--- config.mk ---
export PLATFORM = sky130hd
export DESIGN_NAME = outputPortTop
export DESIGN_NICKNAME = d
export VERILOG_FILES = /design/src/routerPkg.sv /design/src/flitDecoder.sv /design/src/grantTimer.sv /design/src/outputArbiter.sv /design/src/outputStage.sv /design/src/outputPortTop.sv
export VERILOG_INCLUDE_DIRS = /design/src /design/src/src
export SDC_FILE = /design/constraint.sdc
export NUM_CORES = 1
export LEC_CHECK = 0
export BUFFER_PORTS_ARGS = -buffer_cell sky130_fd_sc_hd__buf_2
export CAP_MARGIN = 0
export CORE_MARGIN = 2
export CORE_UTILIZATION = 62
export DETAILED_ROUTE_END_ITERATION = 7
export PLACE_DENSITY = 0.84
export RECOVER_POWER = 25
export SYNTH_ARGS = -nofsm -noshare
export SYNTH_HDL_FRONTEND = slang
export SYNTH_HIERARCHICAL = 1
export SYNTH_SLANG_ARGS = --single-unit
--- constraint.sdc ---
create_clock -name clk -period 17.25 [get_ports clk]
set_input_delay 3.45 -clock clk [delete_from_list [all_inputs] [get_ports clk]]
set_output_delay 3.45 -clock clk [all_outputs]
set_load 0.02 [all_outputs]
--- src/router_settings.svh ---
`ifndef ROUTER_SETTINGS_SVH
`define ROUTER_SETTINGS_SVH

// Flit word width
`define FLIT_WIDTH 32

// Packet length field, low bits of a header flit
`define LENGTH_WIDTH 12

// Flit kind field
`define FLIT_ID_MSB 31
`define FLIT_ID_LSB 29

`endif

--- src/routerPkg.sv ---
`include "router_settings.svh"

package routerPkg;

  // One flit word as it travels through the port
  typedef logic [`FLIT_WIDTH-1:0] flit_t;

  // Kind field of a flit, one-hot
  typedef enum logic [2:0]
  {
    flitHeader = 3'b001,
    flitBody   = 3'b010,
    flitTail   = 3'b100
  } flitId_t;

  // Grant cycles counted per packet
  typedef logic [`LENGTH_WIDTH-1:0] pktLength_t;

  // Arbiter state, also used as source port tag on the output
  typedef enum logic [5:0]
  {
    stIdle  = 6'b000001,
    stLocal = 6'b000010,
    stNorth = 6'b000100,
    stEast  = 6'b001000,
    stWest  = 6'b010000,
    stSouth = 6'b100000
  } arbState_t;

endpackage

--- src/flitDecoder.sv ---
`timescale 1ns/1ps
`include "router_settings.svh"

module flitDecoder (
  input  logic                   clk,
  input  logic                   rst,
  input  routerPkg::flit_t       inFlit,
  input  logic                   inValid,
  output logic                   req,
  output routerPkg::flitId_t     flitId,
  output routerPkg::pktLength_t  length,
  output routerPkg::flit_t       flitAligned,
  output logic                   validAligned
);

  import routerPkg::*;

  flit_t flitReg;  // Stage 1 word
  logic  validReg;

  // Stage 1 capture
  always_ff @(posedge clk)
  begin
    if (rst)
    begin
      validReg <= 1'b0;
    end
    else
    begin
      validReg <= inValid;
    end
  end

  always_ff @(posedge clk)
  begin
    flitReg <= inFlit;
  end

  // Decode fields from the stage 1 register
  assign req    = validReg;
  assign flitId = flitId_t'(flitReg[`FLIT_ID_MSB:`FLIT_ID_LSB]);
  assign length = flitReg[`LENGTH_WIDTH-1:0];  // Only meaningful on a header

  // Second stage lines the word up with the grant it causes
  always_ff @(posedge clk)
  begin
    if (rst)
    begin
      validAligned <= 1'b0;
    end
    else
    begin
      validAligned <= validReg;
    end
  end

  always_ff @(posedge clk)
  begin
    flitAligned <= flitReg;
  end

endmodule

--- src/grantTimer.sv ---
`timescale 1ns/1ps

module grantTimer (
  input  logic                   clk,
  input  logic                   rst,
  input  routerPkg::flitId_t     flitId,
  input  routerPkg::pktLength_t  length,
  input  logic                   runTimer,
  output logic                   timesUp
);

  import routerPkg::*;

  pktLength_t latchedLength;
  pktLength_t count;

  always_ff @(posedge clk)
  begin
    if (rst)
    begin
      latchedLength <= '0;
      count         <= '0;
    end
    else
    begin
      if (flitId == flitHeader)
        latchedLength <= length;  // Every header reloads the limit
      if (runTimer)
        count <= count + 1'b1;
      else
        count <= '0;
    end
  end

  assign timesUp = (count == latchedLength);

endmodule

--- src/outputArbiter.sv ---
`timescale 1ns/1ps

module outputArbiter (
  input  logic                   clk,
  input  logic                   rst,
  input  logic                   localReq,
  input  logic                   northReq,
  input  logic                   eastReq,
  input  logic                   westReq,
  input  logic                   southReq,
  input  routerPkg::flitId_t     localFlitId,
  input  routerPkg::flitId_t     northFlitId,
  input  routerPkg::flitId_t     eastFlitId,
  input  routerPkg::flitId_t     westFlitId,
  input  routerPkg::flitId_t     southFlitId,
  input  routerPkg::pktLength_t  localLength,
  input  routerPkg::pktLength_t  northLength,
  input  routerPkg::pktLength_t  eastLength,
  input  routerPkg::pktLength_t  westLength,
  input  routerPkg::pktLength_t  southLength,
  output routerPkg::arbState_t   grant
);

  import routerPkg::*;

  arbState_t  nextState;
  logic [4:0] reqVec;      // Bit order L, N, E, W, S
  logic [4:0] timesUpVec;
  logic [4:0] runTimer;
  logic [2:0] holdIdx;

  assign reqVec = {southReq, westReq, eastReq, northReq, localReq};

  // First requester at or after index first, in rotation L, N, E, W, S
  function automatic arbState_t pickPort(input logic [4:0] reqs, input int first);
    arbState_t pick;
    int        idx;
    pick = stIdle;
    for (int k = 4; k >= 0; k--)
    begin
      idx = (first + k) % 5;
      if (reqs[idx])
        pick = arbState_t'(6'b000010 << idx);  // Lowest k wins
    end
    return pick;
  endfunction

  grantTimer localTimer (
    .clk(clk), .rst(rst), .flitId(localFlitId), .length(localLength),
    .runTimer(runTimer[0]), .timesUp(timesUpVec[0])
  );

  grantTimer northTimer (
    .clk(clk), .rst(rst), .flitId(northFlitId), .length(northLength),
    .runTimer(runTimer[1]), .timesUp(timesUpVec[1])
  );

  grantTimer eastTimer (
    .clk(clk), .rst(rst), .flitId(eastFlitId), .length(eastLength),
    .runTimer(runTimer[2]), .timesUp(timesUpVec[2])
  );

  grantTimer westTimer (
    .clk(clk), .rst(rst), .flitId(westFlitId), .length(westLength),
    .runTimer(runTimer[3]), .timesUp(timesUpVec[3])
  );

  grantTimer southTimer (
    .clk(clk), .rst(rst), .flitId(southFlitId), .length(southLength),
    .runTimer(runTimer[4]), .timesUp(timesUpVec[4])
  );

  always_ff @(posedge clk)
  begin
    if (rst)
      grant <= stIdle;
    else
      grant <= nextState;
  end

  // Index of the current holder
  always_comb
  begin
    case (grant)
      stNorth: holdIdx = 3'd1;
      stEast:  holdIdx = 3'd2;
      stWest:  holdIdx = 3'd3;
      stSouth: holdIdx = 3'd4;
      default: holdIdx = 3'd0;
    endcase
  end

  always_comb
  begin
    runTimer  = '0;
    nextState = stIdle;
    case (grant)
      stIdle:
      begin
        nextState = pickPort(reqVec, 0);  // Fixed priority from idle
      end
      stLocal, stNorth, stEast, stWest, stSouth:
      begin
        if (reqVec[holdIdx] && !timesUpVec[holdIdx])
        begin
          runTimer[holdIdx] = 1'b1;
          nextState         = grant;
        end
        else
        begin
          // Holder sits out this decision
          nextState = pickPort(reqVec & ~(5'b00001 << holdIdx), int'(holdIdx) + 1);
        end
      end
      default:
      begin
        nextState = stIdle;
      end
    endcase
  end

endmodule

--- src/outputStage.sv ---
`timescale 1ns/1ps

module outputStage (
  input  logic                  clk,
  input  logic                  rst,
  input  routerPkg::arbState_t  grant,
  input  routerPkg::flit_t      localFlit,
  input  routerPkg::flit_t      northFlit,
  input  routerPkg::flit_t      eastFlit,
  input  routerPkg::flit_t      westFlit,
  input  routerPkg::flit_t      southFlit,
  input  logic                  localValid,
  input  logic                  northValid,
  input  logic                  eastValid,
  input  logic                  westValid,
  input  logic                  southValid,
  output routerPkg::flit_t      outFlit,
  output logic                  outValid,
  output routerPkg::arbState_t  outPort
);

  import routerPkg::*;

  flit_t selFlit;
  logic  selValid;

  always_comb
  begin
    case (grant)
      stLocal:
      begin
        selFlit  = localFlit;
        selValid = localValid;
      end
      stNorth:
      begin
        selFlit  = northFlit;
        selValid = northValid;
      end
      stEast:
      begin
        selFlit  = eastFlit;
        selValid = eastValid;
      end
      stWest:
      begin
        selFlit  = westFlit;
        selValid = westValid;
      end
      stSouth:
      begin
        selFlit  = southFlit;
        selValid = southValid;
      end
      default:
      begin
        selFlit  = '0;  // Idle
        selValid = 1'b0;
      end
    endcase
  end

  always_ff @(posedge clk)
  begin
    if (rst)
    begin
      outValid <= 1'b0;
      outPort  <= stIdle;
    end
    else
    begin
      outValid <= selValid;
      outPort  <= grant;
    end
  end

  always_ff @(posedge clk)
  begin
    outFlit <= selFlit;
  end

endmodule

--- src/outputPortTop.sv ---
`timescale 1ns/1ps

module outputPortTop (
  input  logic                  clk,
  input  logic                  rst,
  input  routerPkg::flit_t      localFlit,
  input  routerPkg::flit_t      northFlit,
  input  routerPkg::flit_t      eastFlit,
  input  routerPkg::flit_t      westFlit,
  input  routerPkg::flit_t      southFlit,
  input  logic                  localValid,
  input  logic                  northValid,
  input  logic                  eastValid,
  input  logic                  westValid,
  input  logic                  southValid,
  output routerPkg::flit_t      outFlit,
  output logic                  outValid,
  output routerPkg::arbState_t  outPort
);

  import routerPkg::*;

  logic       localReq, northReq, eastReq, westReq, southReq;
  flitId_t    localId, northId, eastId, westId, southId;
  pktLength_t localLen, northLen, eastLen, westLen, southLen;
  flit_t      localAl, northAl, eastAl, westAl, southAl;  // Aligned with grant
  logic       localAv, northAv, eastAv, westAv, southAv;
  arbState_t  grant;

  flitDecoder localDec (
    .clk(clk), .rst(rst), .inFlit(localFlit), .inValid(localValid),
    .req(localReq), .flitId(localId), .length(localLen),
    .flitAligned(localAl), .validAligned(localAv)
  );

  flitDecoder northDec (
    .clk(clk), .rst(rst), .inFlit(northFlit), .inValid(northValid),
    .req(northReq), .flitId(northId), .length(northLen),
    .flitAligned(northAl), .validAligned(northAv)
  );

  flitDecoder eastDec (
    .clk(clk), .rst(rst), .inFlit(eastFlit), .inValid(eastValid),
    .req(eastReq), .flitId(eastId), .length(eastLen),
    .flitAligned(eastAl), .validAligned(eastAv)
  );

  flitDecoder westDec (
    .clk(clk), .rst(rst), .inFlit(westFlit), .inValid(westValid),
    .req(westReq), .flitId(westId), .length(westLen),
    .flitAligned(westAl), .validAligned(westAv)
  );

  flitDecoder southDec (
    .clk(clk), .rst(rst), .inFlit(southFlit), .inValid(southValid),
    .req(southReq), .flitId(southId), .length(southLen),
    .flitAligned(southAl), .validAligned(southAv)
  );

  outputArbiter arbiter (
    .clk(clk), .rst(rst),
    .localReq(localReq), .northReq(northReq), .eastReq(eastReq),
    .westReq(westReq), .southReq(southReq),
    .localFlitId(localId), .northFlitId(northId), .eastFlitId(eastId),
    .westFlitId(westId), .southFlitId(southId),
    .localLength(localLen), .northLength(northLen), .eastLength(eastLen),
    .westLength(westLen), .southLength(southLen),
    .grant(grant)
  );

  outputStage outStage (
    .clk(clk), .rst(rst), .grant(grant),
    .localFlit(localAl), .northFlit(northAl), .eastFlit(eastAl),
    .westFlit(westAl), .southFlit(southAl),
    .localValid(localAv), .northValid(northAv), .eastValid(eastAv),
    .westValid(westAv), .southValid(southAv),
    .outFlit(outFlit), .outValid(outValid), .outPort(outPort)
  );

endmodule

==> results of run 1 <==
[state kept, by name (all words and copies together) (netlist names), 6 cells and up]
name,cells
westDec/flitAligned,32
arbiter/westTimer/latchedLength,12
arbiter/localTimer/count,12
arbiter/eastTimer/count,12
localDec/flitReg,32
arbiter/westTimer/count,12
arbiter/southTimer/count,12
arbiter/eastTimer/latchedLength,12
eastDec/flitReg,32
southDec/flitAligned,32
eastDec/flitAligned,32
arbiter/northTimer/latchedLength,12
arbiter/grant,6
westDec/flitReg,32
arbiter/southTimer/latchedLength,12
localDec/flitAligned,32
arbiter/northTimer/count,12
southDec/flitReg,32
northDec/flitReg,32
outStage/outFlit,32
outStage/outPort,6
northDec/flitAligned,32
arbiter/localTimer/latchedLength,12
[final cells by class]
type / count / area share, %
antenna: 7 / 0.08648
clock buffer: 60 / 6.184
clock inverter: 24 / 1.909
inverter: 37 / 0.6919
multi-input combinational: 991 / 34.32
sequential: 495 / 48.93
tap: 384 / 2.372
timing repair buffer: 217 / 5.510
[cells by family after synthesis]
kind of cell | after synthesis | share of synthesized area, %
compound gates | 282 | 11.49
xor+xnor | 88 | 4.322
fa+ha+maj | 47 | 3.339
buf+inv | 173 | 5.633
flops | 495 | 55.56
mux | 85 | 5.051
other cells | 1 | 0.02103
simple gates | 488 | 14.58
[Yosys cell counts (all sizes together) (3+ instances only)]
| cell | number |
|---|---|
| a22oi | 50 |
| o21ai | 40 |
| and3b | 5 |
| or2 | 4 |
| xor2 | 13 |
| nor4 | 9 |
| ha | 46 |
| a2111oi | 4 |
| nand3b | 8 |
| nand2b | 21 |
| and2 | 11 |
| mux2i | 79 |
| o221ai | 3 |
| dfxtp | 495 |
| nand2 | 98 |
| nand3 | 49 |
| xnor2 | 75 |
| o31ai | 14 |
| or4 | 14 |
| nor2b | 26 |
| nor3b | 15 |
| a21o | 3 |
| buf | 120 |
| mux2 | 4 |
| clkbuf | 16 |
| nand4 | 30 |
| a21oi | 53 |
| o311ai | 8 |
| inv | 35 |
| nor2 | 144 |
| a41oi | 5 |
| o211ai | 12 |
| or3b | 3 |
| o22ai | 3 |
| a31oi | 14 |
| o31a | 3 |
| nor3 | 22 |
| or3 | 18 |
| a211o | 5 |
| a222oi | 17 |
| o41ai | 10 |
| and3 | 7 |
| a311oi | 3 |
| a211oi | 12 |
[placed cells by master, fill, tap and decap left out, drive strengths merged, types with 15 or more instances in the layout]
cell type  instances
a21oi             53
a222oi            17
a22oi             50
buf              217
clkbuf            60
dfxtp            495
ha                46
inv               39
mux2i             79
nand2             98
nand2b            21
nand3             49
nand4             30
nor2             144
nor2b             26
nor3              22
nor3b             15
o21ai             40
or3               18
xnor2             75
[layer usage]
metal / part of all wire [%] / vias up / global-route usage (%) / wire length (um)
met5: 0.040 / - / 0 / 18
met1: 41 / 6142 / 36.53 / 18430
li1: - / 6043 / - / -
met3: 6.4 / 121 / 5.110 / 2885
met2: 48 / 515 / 49.03 / 21490
met4: 4.7 / 2 / 13.80 / 2091
[worst register-to-register path: stages, from the launching register on]
cell	delay, ps
dfxtp_1	740
xor2_1	250
nand2_1	370
inv_1	350
ha_1	650
nand3_2	410
clkinv_2	270
ha_1	670
and2_1	360
a21oi_1	100
o211ai_2	240
xnor2_1	180
ha_1	300
fa_1	420
o41ai_1	70
a211oi_1	90
nor2_1	120
o2111a_1	200
o21ai_0	300
o311a_1	450
a2111oi_2	350
[power by group through the flow]
stage               Sequential (W)  Clock (W)  Combinational (W)
floorplan                  0.00124          0          0.0000913
global placement           0.00124          0           0.000129
detailed placement         0.00125          0           0.000131
CTS                        0.00122    0.00109           0.000133
global route               0.00123    0.00114           0.000145
finish                     0.00122    0.00108           0.000135
[worst max path at each step]
stage	slack (ps)	start	cells after the start	endpoint
2_1_floorplan	11710	arbiter/grant[3]$_SDFFE_PP0P_	22	arbiter/grant[2]$_SDFFE_PP0P_
5_1_grt	9700	arbiter/grant[4]$_SDFFE_PP0P_	19	arbiter/grant[3]$_SDFFE_PP0P_
3_3_place_gp	10670	arbiter/grant[3]$_SDFFE_PP0P_	20	arbiter/grant[3]$_SDFFE_PP0P_
4_1_cts	10440	arbiter/grant[3]$_SDFFE_PP0P_	20	arbiter/grant[3]$_SDFFE_PP0P_
3_5_place_dp	10460	arbiter/grant[3]$_SDFFE_PP0P_	20	arbiter/grant[3]$_SDFFE_PP0P_
6_report	10260	arbiter/grant[3]$_SDFFE_PP0P_	20	arbiter/grant[3]$_SDFFE_PP0P_
[metrics by stage]
step                      power [W]  instances
final                      0.002440       2215
after CTS                  0.002445       2208
after floorplan            0.001332       1659
after detailed placement   0.001378       2124
after global routing       0.002509       2215
after global placement     0.001373       2124
==> out/results.tsv, run 1 <==
stage	metric	value	unit
die	chip height	173.6	um
routing	drc violations	0	
sta	Max Slew Vio Count	0	
clock_network	clk_lat worst skew	560	ps
sta	Hold Fails Final Rpt	0	
setup_path	Reg-to-Reg End	arbiter/grant[3]$_SDFFE_PP0P_	
routing	DR pass1 iterations	8	
cells_and_area	fill count	2020	
cells_and_area	Final Instance Area	20250	um^2
yosys	Syn Inst Count	1659	
pwr	Logic pwr share	5.5	%
setup_path	critical-path maximum fanout	19	
yosys	post-synth net total	1873	
sta	worst slew pin tran	903.7	ps
clock_network	clock slew at reported path FFs	60	ps
die	io pins	206	
clock_network	root buffer cell	clkbuf_16	
yosys	main flop type after synthesis	dfxtp_1	
setup_path	reg2reg start	arbiter/grant[3]$_SDFFE_PP0P_	
yosys	Cell variety after synth	96	
routing	WL per Instance	20.27	um
yosys	Synth area leader	dfxtp_1	
placement	Final GP Congestion	0.9517	
routing	DRC violation total after the first TritonRoute iteration	1010	
cells_and_area	layout cells sized above 1	19.13	%
placement	dpl hpwl	30110	um
run	max-cap check violation count	0	
global_route	first-pass GRT wire length	69950	um
pwr	P_sw	0.0005472	W
sta	# setup viols final	0	
yosys	Yosys Warn Count	6	
cells_and_area	Layout area overhead	13.57	%
yosys	post-synthesis sequential area ratio	55.56	%
die	Starting Density	62.47	%
clock_network	CTS Hold Buffers Added	0	
setup_path	WP buf/inv	2	
yosys	Post-Syn Area	17830	um^2
clock_network	CTS H-tree depth	2	
yosys	share of the synthesized area in the top cell type	55.56	%
yosys	Synth area leaders	dfxtp_1 (56%), mux2i_1 (4.4%), xnor2_1 (3.7%), buf_4 (3.4%), ha_1 (3.2%)	
worst_hold_path	hold path endpoint	localDec/flitAligned[20]$_DFF_P_	
sta	Final Hold Slack	327.0	ps
pwr	Power Density	120.5	nW/um^2
yosys	Synth Area per Inst	10.75	um^2
setup_path	kind of critical path	flip-flop to flip-flop	
setup_path	Critical Path Source Type	flip-flop	
global_route	GRT Overall Usage	29.12	%
cells_and_area	final net count	2001	
setup_path	CP Cell Sequence	xor2_1 -> nand2_1 -> inv_1 -> ha_1 -> nand3_2 -> clkinv_2 -> ha_1 -> and2_1 -> a21oi_1 -> o211ai_2 -> xnor2_1 -> ha_1 -> fa_1 -> o41ai_1 -> a211oi_1 -> nor2_1 -> o2111a_1 -> o21ai_0 -> o311a_1 -> a2111oi_2	
global_route	largest net degree at the start of global routing	54	
pwr	Peak VDD IR	0.09989	mV
clock_network	CTS tree	yes	
clock_network	clk buf depth	3	
pwr	Clk network pwr share	44.3	%
setup_path	arrival time worst endpoint	7430	ps
placement	pre-CTS setup slack	10460	ps
sta	setup TNS	0	ps
setup_path	Worst EP required	17690	ps
worst_hold_path	hold path startpoint	localDec/flitReg[20]$_DFF_P_	
die	Cell Rows	62	
yosys	number of synthesized flops with an enable pin	0	
routing	Via-to-Cell Ratio	5.789	
worst_hold_path	Hold Path Class	flip-flop to flip-flop	
global_route	initial antenna violation count	8	
routing	routed via count	12820	
setup_path	R2R depth	20	
yosys	async set-reset flop share out of synthesis	0	%
sta	fmax	143.0	MHz
pwr	Pint	0.001892	W
clock_network	cts repair resizes	0	
clock_network	Sink Count	495	
yosys	number of synthesized register bits	495	
global_route	number of global-route vias before repair	12930	
die	core footprint	28550	um^2
clock_network	number of setup buffers added after CTS	0	
cells_and_area	Multi-input gate area	6952	um^2
sta	worst setup margin	10260	ps
routing	antenna violation net count after detailed routing	0	
die	Total Die Area	30140	um^2
outcome	outcome	finished clean	
placement	Post-DP Area	18600	um^2
setup_path	setup slack, reg-to-reg	10260	ps
pwr	Lkg Pwr	8.213	nW
setup_path	crit path max-delay cell type	dfxtp_1	
placement	Buffers on Ports	205	
sta	Slew headroom	39.53	%
pwr	switching share of power	22.43	%
setup_path	max incr delay on CP	740	ps
setup_path	CP top delay family	adder cells	
sta	Fin Clk Skew	30.04	ps
setup_path	Critical Path End Type	flip-flop	
sta	unrepaired setup endpoints after global routing	false	
pwr	sequential share of power	50.2	%
global_route	global route overflow	0	
cells_and_area	Core Util, Final	70.95	%
worst_hold_path	Hold Path Stages	0	
sta	crit path time final	6994	ps
cells_and_area	FF/Latch Area	9910	um^2
die	Die W	173.6	um
setup_path	most frequent CP cell	ha_1	
clock_network	number of CTS-inserted buffers	45	
sta	fin crit share	40.54	%
routing	Routed WL	44910	um
Note: power is estimated with default switching activity, not from simulation.
==> run 2: changes to the inputs <==
--- a/config.mk
+++ b/config.mk
@@ -9,9 +9,9 @@
 export BUFFER_PORTS_ARGS = -buffer_cell sky130_fd_sc_hd__buf_2
 export CAP_MARGIN = 0
 export CORE_MARGIN = 2
-export CORE_UTILIZATION = 62
+export CORE_UTILIZATION = 52
 export DETAILED_ROUTE_END_ITERATION = 7
-export PLACE_DENSITY = 0.84
+export PLACE_DENSITY = 0.75
 export RECOVER_POWER = 25
 export SYNTH_ARGS = -nofsm -noshare
 export SYNTH_HDL_FRONTEND = slang
==> constraint.sdc (replaced) <==
create_clock -name clk -period 5.7 [get_ports clk]
set_input_delay 1.14 -clock clk [delete_from_list [all_inputs] [get_ports clk]]
set_output_delay 1.14 -clock clk [all_outputs]
set_load 0.02 [all_outputs]
==> run 2 against run 1 <==
  * Via count decreased by 0.50%
  * Design area increased by 2.6%
  * Non-clock buffer count up 63
  * Clock power rose to 3.0 times the previous value
  * Sequential cell count did not move
  * Register-to-register slack worse by 9800 ps
  * Worst hold slack worse by 5.3 ps
  * Global-route usage decreased by 5.2 points
  * Clock-buffer cell count is 3 lower
  * Die area rose by 19%
  * Routed wire length down 3.3%
  * Cell count grew 5.4%
  * Critical endpoint is now arbiter/grant[2]$_SDFFE_PP0P_
==> out/results.tsv, run 2 (synthesis results as in run 1) <==
stage	metric	value	unit
outcome	outcome	finished clean	
routing	drc violations	0	
pwr	Lkg Pwr	8.521	nW
sta	Max Slew Vio Count	0	
routing	WL per Instance	18.60	um
pwr	Power Density	353.4	nW/um^2
clock_network	cts repair resizes	0	
sta	crit path time final	5246	ps
cells_and_area	layout cells sized above 1	21.91	%
placement	Final GP Congestion	1.018	
global_route	initial antenna violation count	3	
clock_network	CTS H-tree depth	2	
setup_path	arrival time worst endpoint	5750	ps
clock_network	root buffer cell	clkbuf_16	
sta	worst slew pin tran	1077	ps
cells_and_area	final net count	2066	
sta	Hold Fails Final Rpt	0	
sta	Slew headroom	28.10	%
die	chip height	189.2	um
pwr	Clk network pwr share	43.8	%
cells_and_area	most common cell after layout, fill and taps aside	dfxtp_1	
placement	Post-DP Area	19160	um^2
routing	DR pass1 iterations	5	
die	Total Die Area	35790	um^2
setup_path	setup slack, reg-to-reg	450	ps
worst_hold_path	Hold Path Class	flip-flop to flip-flop	
die	Starting Density	53.05	%
global_route	largest net degree at the start of global routing	96	
clock_network	clock slew at reported path FFs	60	ps
setup_path	critical-path maximum fanout	11	
clock_network	number of setup buffers added after CTS	0	
clock_network	clk_lat worst skew	560	ps
global_route	GRT Overall Usage	23.91	%
die	io pins	206	
sta	Fin Clk Skew	16.87	ps
setup_path	kind of critical path	flip-flop to flip-flop	
sta	fin crit share	92.04	%
die	Cell Rows	67	
setup_path	Reg-to-Reg End	arbiter/grant[2]$_SDFFE_PP0P_	
worst_hold_path	Hold Path Stages	0	
clock_network	clk buf depth	3	
sta	fmax	190.6	MHz
cells_and_area	Multi-input gate area	6952	um^2
cells_and_area	Non-Filler Instances	2335	
sta	# setup viols final	0	
routing	DRC violation total after the first TritonRoute iteration	900	
setup_path	R2R depth	20	
clock_network	number of CTS-inserted buffers	47	
global_route	number of global-route vias before repair	12580	
clock_network	CTS tree	yes	
pwr	Logic pwr share	5.9	%
pwr	Pint	0.005718	W
placement	dpl hpwl	30840	um
placement	Buffers on Ports	205	
pwr	sequential share of power	50.3	%
setup_path	Critical Path End Type	flip-flop	
cells_and_area	FF/Latch Area	9910	um^2
setup_path	Critical Path Source Type	flip-flop	
routing	Routed WL	43440	um
global_route	first-pass GRT wire length	67370	um
pwr	P_sw	0.001625	W
cells_and_area	Layout area overhead	16.51	%
cells_and_area	most frequent cells in the layout	dfxtp_1 (495), buf_2 (205), nor2_1 (143)	
sta	unrepaired setup endpoints after global routing	false	
clock_network	Sink Count	495	
placement	Cells after DPL	2251	
run	max-cap check violation count	0	
routing	routed via count	12760	
setup_path	reg2reg start	arbiter/grant[1]$_SDFFE_PP0P_	
cells_and_area	fill count	2649	
cells_and_area	Final Instance Area	20780	um^2
die	core footprint	33620	um^2
setup_path	crit path capture	arbiter/grant[2]$_SDFFE_PP0P_	
pwr	switching share of power	22.13	%
setup_path	Worst EP required	6210	ps
die	Die W	189.2	um
clock_network	CTS Hold Buffers Added	0	
pwr	Peak VDD IR	0.3323	mV
routing	antenna violation net count after detailed routing	0	
routing	Via-to-Cell Ratio	5.464	
setup_path	Critical Path Source	arbiter/grant[1]$_SDFFE_PP0P_	
global_route	global route overflow	0	
sta	setup TNS	0	ps
run 2: layer usage:
layer  GRT usage (%)  share of wire, %  vias to the layer above
met4           10.82               4.2                        2
met5               0             0.030                        -
met3           5.542               7.0                      101
met1           30.99                43                     6028
li1                -                 -                     6169
met2           38.07                46                      459
run 2: final cells by class:
class | instances | area share [%]
multi-input cells | 991 | 33.46
flip-flops and latches | 495 | 47.69
diodes | 2 | 0.02409
repair buffers | 280 | 7.708
inverters | 37 | 0.6744
clock inverters | 25 | 1.668
well taps | 448 | 2.698
clock buffers | 57 | 6.082
run 2: per-stage QoR:
step	total power, W	setup WS (ps)	util, %	hold WS [ps]
floorplan	0.004030	155.8	-	309.6
global placement	0.004185	665.6	57.01	310.2
global route	0.007586	150.2	61.81	328.3
finish	0.007343	453.8	61.81	321.8
CTS	0.007387	560.2	61.80	322.0
detailed placement	0.004195	606.7	57.01	312.1
run 2: worst min-delay path by stage:
| stage | start | endpoint |
|---|---|---|
| after floorplan | eastDec/flitReg[12]$_DFF_P_ | eastDec/flitAligned[12]$_DFF_P_ |
| after global placement | eastDec/flitReg[14]$_DFF_P_ | eastDec/flitAligned[14]$_DFF_P_ |
| after detailed placement | southDec/flitReg[12]$_DFF_P_ | southDec/flitAligned[12]$_DFF_P_ |
| after CTS | westDec/flitReg[27]$_DFF_P_ | westDec/flitAligned[27]$_DFF_P_ |
| after global routing | localDec/flitReg[24]$_DFF_P_ | localDec/flitAligned[24]$_DFF_P_ |
| final | westDec/flitReg[27]$_DFF_P_ | westDec/flitAligned[27]$_DFF_P_ |
run 2: critical path, cell delays in order, from the launching register on:
cell and delay (ps):
dfxtp_1 440, or4_4 620, nor2_1 170, ha_1 260, ha_1 270, inv_1 100
ha_1 420, nand2_1 150, xnor2_1 230, ha_1 180, or4b_1 440, o211a_2 180
nor4b_4 310, buf_4 160, o211ai_1 70, a31oi_1 340, nand2_1 120, buf_4 160
a211oi_1 240, o311a_1 190, o31a_1 130
run 2: power by group through the flow:
stage | logic [W] | registers, W | clock network, W
after floorplan | 0.000276 | 0.00375 | 0
after global placement | 0.000421 | 0.00376 | 0
after detailed placement | 0.000426 | 0.00377 | 0
after CTS | 0.000429 | 0.00369 | 0.00326
after global routing | 0.000468 | 0.00371 | 0.00341
final | 0.000433 | 0.00369 | 0.00322
==> run 3: changes to the inputs <==
--- a/config.mk
+++ b/config.mk
@@ -15,5 +15,4 @@
 export RECOVER_POWER = 25
 export SYNTH_ARGS = -nofsm -noshare
 export SYNTH_HDL_FRONTEND = slang
-export SYNTH_HIERARCHICAL = 1
 export SYNTH_SLANG_ARGS = --single-unit
==> run 3 against run 2 <==
  * Sequential share of layout area rose by 0.79 points
  * Clock skew rose by 32 ps
  * Largest power group unchanged
  * Fmax fell by 3.1%
  * Critical path depth fell by 1
  * Design area fell by 1.6%
  * Routed wire length fell by 0.74%
  * Sequential power barely moved
  * Power rose by 3.0%
==> out/results.tsv, run 3 <==
stage	metric	value	unit
run	max-cap check violation count	0	
cells_and_area	Layout area overhead	20.34	%
yosys	Yosys Warn Count	0	
routing	WL per Instance	19.00	um
pwr	Pint	0.005833	W
yosys	Cell variety after synth	101	
setup_path	critical-path maximum fanout	11	
setup_path	Reg-to-Reg End	arbiter.grant[1]$_SDFFE_PP0P_	
sta	fmax	184.7	MHz
pwr	Clk network pwr share	43.8	%
worst_hold_path	Hold Path Stages	0	
setup_path	setup slack, reg-to-reg	290	ps
cells_and_area	most frequent cells in the layout	dfxtp_1 (495), buf_2 (205), nor2_1 (171)	
routing	routed via count	12390	
yosys	Synth Area per Inst	10.95	um^2
yosys	number of synthesized flops with an enable pin	0	
sta	Slew headroom	35.40	%
yosys	main flop type after synthesis	dfxtp_1	
global_route	global route overflow	0	
yosys	Syn Inst Count	1551	
yosys	Synth area leaders	dfxtp_1 (58%), mux2i_1 (3.9%), nor2_1 (3.8%), xor2_1 (3.6%), ha_1 (3.4%)	
worst_hold_path	hold path startpoint	westDec.flitReg[16]$_DFF_P_	
clock_network	clock slew at reported path FFs	70	ps
die	chip height	184.7	um
cells_and_area	layout cells sized above 1	21.64	%
cells_and_area	Final Instance Area	20440	um^2
pwr	post-layout power	0.007566	W
yosys	number of synthesized register bits	495	
pwr	sequential share of power	49.0	%
placement	Post-DP Area	18700	um^2
sta	crit path time final	5414	ps
cells_and_area	fill count	2585	
yosys	Post-Syn Area	16980	um^2
clock_network	CTS Hold Buffers Added	0	
clock_network	number of CTS-inserted buffers	46	
yosys	most common cell in the netlist	dfxtp_1	
yosys	post-synth net total	1765	
global_route	largest net degree at the start of global routing	85	
setup_path	kind of critical path	flip-flop to flip-flop	
cells_and_area	most common cell after layout, fill and taps aside	dfxtp_1	
placement	Buffers on Ports	205	
routing	DR pass1 iterations	8	
pwr	Peak VDD IR	0.3205	mV
global_route	GRT Overall Usage	24.87	%
setup_path	Worst EP required	6150	ps
clock_network	CTS H-tree depth	2	
die	io pins	206	
yosys	post-synthesis sequential area ratio	58.35	%
setup_path	arrival time worst endpoint	5860	ps
clock_network	clk buf depth	3	
global_route	first-pass GRT wire length	66210	um
global_route	number of global-route vias before repair	12370	
setup_path	Critical Path End Type	flip-flop	
sta	Fin Clk Skew	48.64	ps
pwr	Power Density	370.2	nW/um^2
pwr	P_sw	0.001733	W
routing	Routed WL	43120	um
placement	dpl hpwl	29900	um
setup_path	reg2reg start	arbiter.grant[5]$_SDFFE_PP0P_	
die	Die W	184.7	um
routing	antenna violation net count after detailed routing	0	
routing	Via-to-Cell Ratio	5.460	
die	core footprint	32370	um^2
routing	drc violations	0	
clock_network	CTS tree	yes	
global_route	initial antenna violation count	8	
clock_network	root buffer cell	clkbuf_16	
pwr	Logic pwr share	7.2	%
sta	# setup viols final	0	
sta	fin crit share	94.98	%
cells_and_area	final net count	1998	
yosys	share of the synthesized area in the top cell type	58.35	%
pwr	switching share of power	22.91	%
worst_hold_path	Hold Path Class	flip-flop to flip-flop	
die	Cell Rows	66	
sta	worst slew pin tran	968.9	ps
die	Starting Density	52.47	%
clock_network	clk_lat worst skew	570	ps
pwr	Lkg Pwr	8.706	nW
setup_path	Critical Path Source Type	flip-flop	
clock_network	Sink Count	495	
clock_network	number of setup buffers added after CTS	0	
routing	DRC violation total after the first TritonRoute iteration	1047	
yosys	Synth area leader	dfxtp_1	
clock_network	cts repair resizes	0	
placement	Final GP Congestion	0.9697	
yosys	Post-synth top cells	dfxtp_1 (495), nor2_1 (171), nand2_1 (105)	
yosys	async set-reset flop share out of synthesis	0	%
sta	Hold Fails Final Rpt	0	
outcome	outcome	finished clean	
worst_hold_path	hold path endpoint	westDec.flitAligned[16]$_DFF_P_	
die	Total Die Area	34120	um^2
setup_path	R2R depth	19	
sta	Max Slew Vio Count	0	
run 3: cell types whose count changed after synthesis, sizes merged, moves of 21 or more:
cell / delta
a21oi: -21
buf: -102
clkbuf: +30
nor2: +29
xnor2: -27
xor2: +58
run 3: layout make-up:
| class | count | area, um^2 | share of cell area (%) |
|---|---|---|---|
| Clock inverter | 28 | 415.4 | 2.032 |
| Antenna cell | 6 | 15.01 | 0.07346 |
| Tap cell | 442 | 553.0 | 2.706 |
| Inverter | 30 | 112.6 | 0.5510 |
| Clock buffer | 57 | 1282 | 6.275 |
| Multi-Input combinational cell | 962 | 6794 | 33.24 |
| Timing Repair Buffer | 249 | 1356 | 6.636 |
| Sequential cell | 495 | 9910 | 48.48 |
run 3: critical path, stage by stage (launching register included):
cell and delay (ps):
dfxtp_1 380, or4_1 630, nor2_4 140, buf_4 220
ha_1 240, nand3_4 140, ha_1 370, a21oi_1 250
inv_1 70, ha_1 310, nor3b_1 280, o21bai_1 110
o32ai_2 150, o311ai_1 200, or3b_1 460, and4bb_1 320
nor2_1 50, or4b_1 520, o211a_1 260, o32ai_2 220
run 3: worst max path at each step:
stage	cells after the start	from	slack, ps	end
final	19	arbiter.grant[5]$_SDFFE_PP0P_	290	arbiter.grant[1]$_SDFFE_PP0P_
after global routing	19	arbiter.grant[5]$_SDFFE_PP0P_	-20	arbiter.grant[1]$_SDFFE_PP0P_
after CTS	20	arbiter.grant[5]$_SDFFE_PP0P_	220	arbiter.grant[1]$_SDFFE_PP0P_
after detailed placement	20	arbiter.grant[5]$_SDFFE_PP0P_	250	arbiter.grant[1]$_SDFFE_PP0P_
after global placement	20	arbiter.grant[5]$_SDFFE_PP0P_	380	arbiter.grant[1]$_SDFFE_PP0P_
after floorplan	22	arbiter.grant[5]$_SDFFE_PP0P_	10	arbiter.grant[1]$_SDFFE_PP0P_
run 3: cells by family after synthesis:
kind of cell | after synthesis | share of synthesized area (%)
buffers and inverters | 94 | 2.203
AND/OR/NAND/NOR | 484 | 14.27
other | 1 | 0.02208
multiplexers | 71 | 4.288
AO/OA/AOI/OAI | 240 | 11.18
adder cells (fa/ha/maj) | 47 | 3.507
XOR/XNOR | 119 | 6.181
flip-flops | 495 | 58.35
run 3: power by group through the flow:
stage / clock (W) / sequential (W) / combinational [W]
final: 0.00331 / 0.00371 / 0.000548
after global routing: 0.00349 / 0.00372 / 0.000592
after CTS: 0.00335 / 0.00370 / 0.000538
after detailed placement: 0 / 0.00378 / 0.000533
after global placement: 0 / 0.00377 / 0.000527
after floorplan: 0 / 0.00377 / 0.000315
run 3: stage by stage:
stage / TNS, ps / hold slack [ps] / std cells / worst slack [ps] / util, %
after CTS: 0 / 325.8 / 2263 / 218.0 / 63.01
final: 0 / 322.2 / 2269 / 286.1 / 63.14
after global placement: 0 / 310.1 / 2178 / 378.1 / 57.76
after detailed placement: 0 / 312.1 / 2178 / 254.1 / 57.76
after global routing: -27.64 / 331.5 / 2265 / -24.84 / 63.11
after floorplan: 0 / 309.6 / 1551 / 14.88 / -
run 3: per-layer routing:
| layer | global-route usage, % | vias to the layer above | wire length (um) |
|---|---|---|---|
| li1 | - | 5929 | - |
| met1 | 31.26 | 5913 | 18060 |
| met2 | 41.77 | 454 | 20680 |
| met3 | 5.691 | 88 | 3125 |
| met4 | 9.206 | 4 | 1232 |
| met5 | 0 | - | 23 |
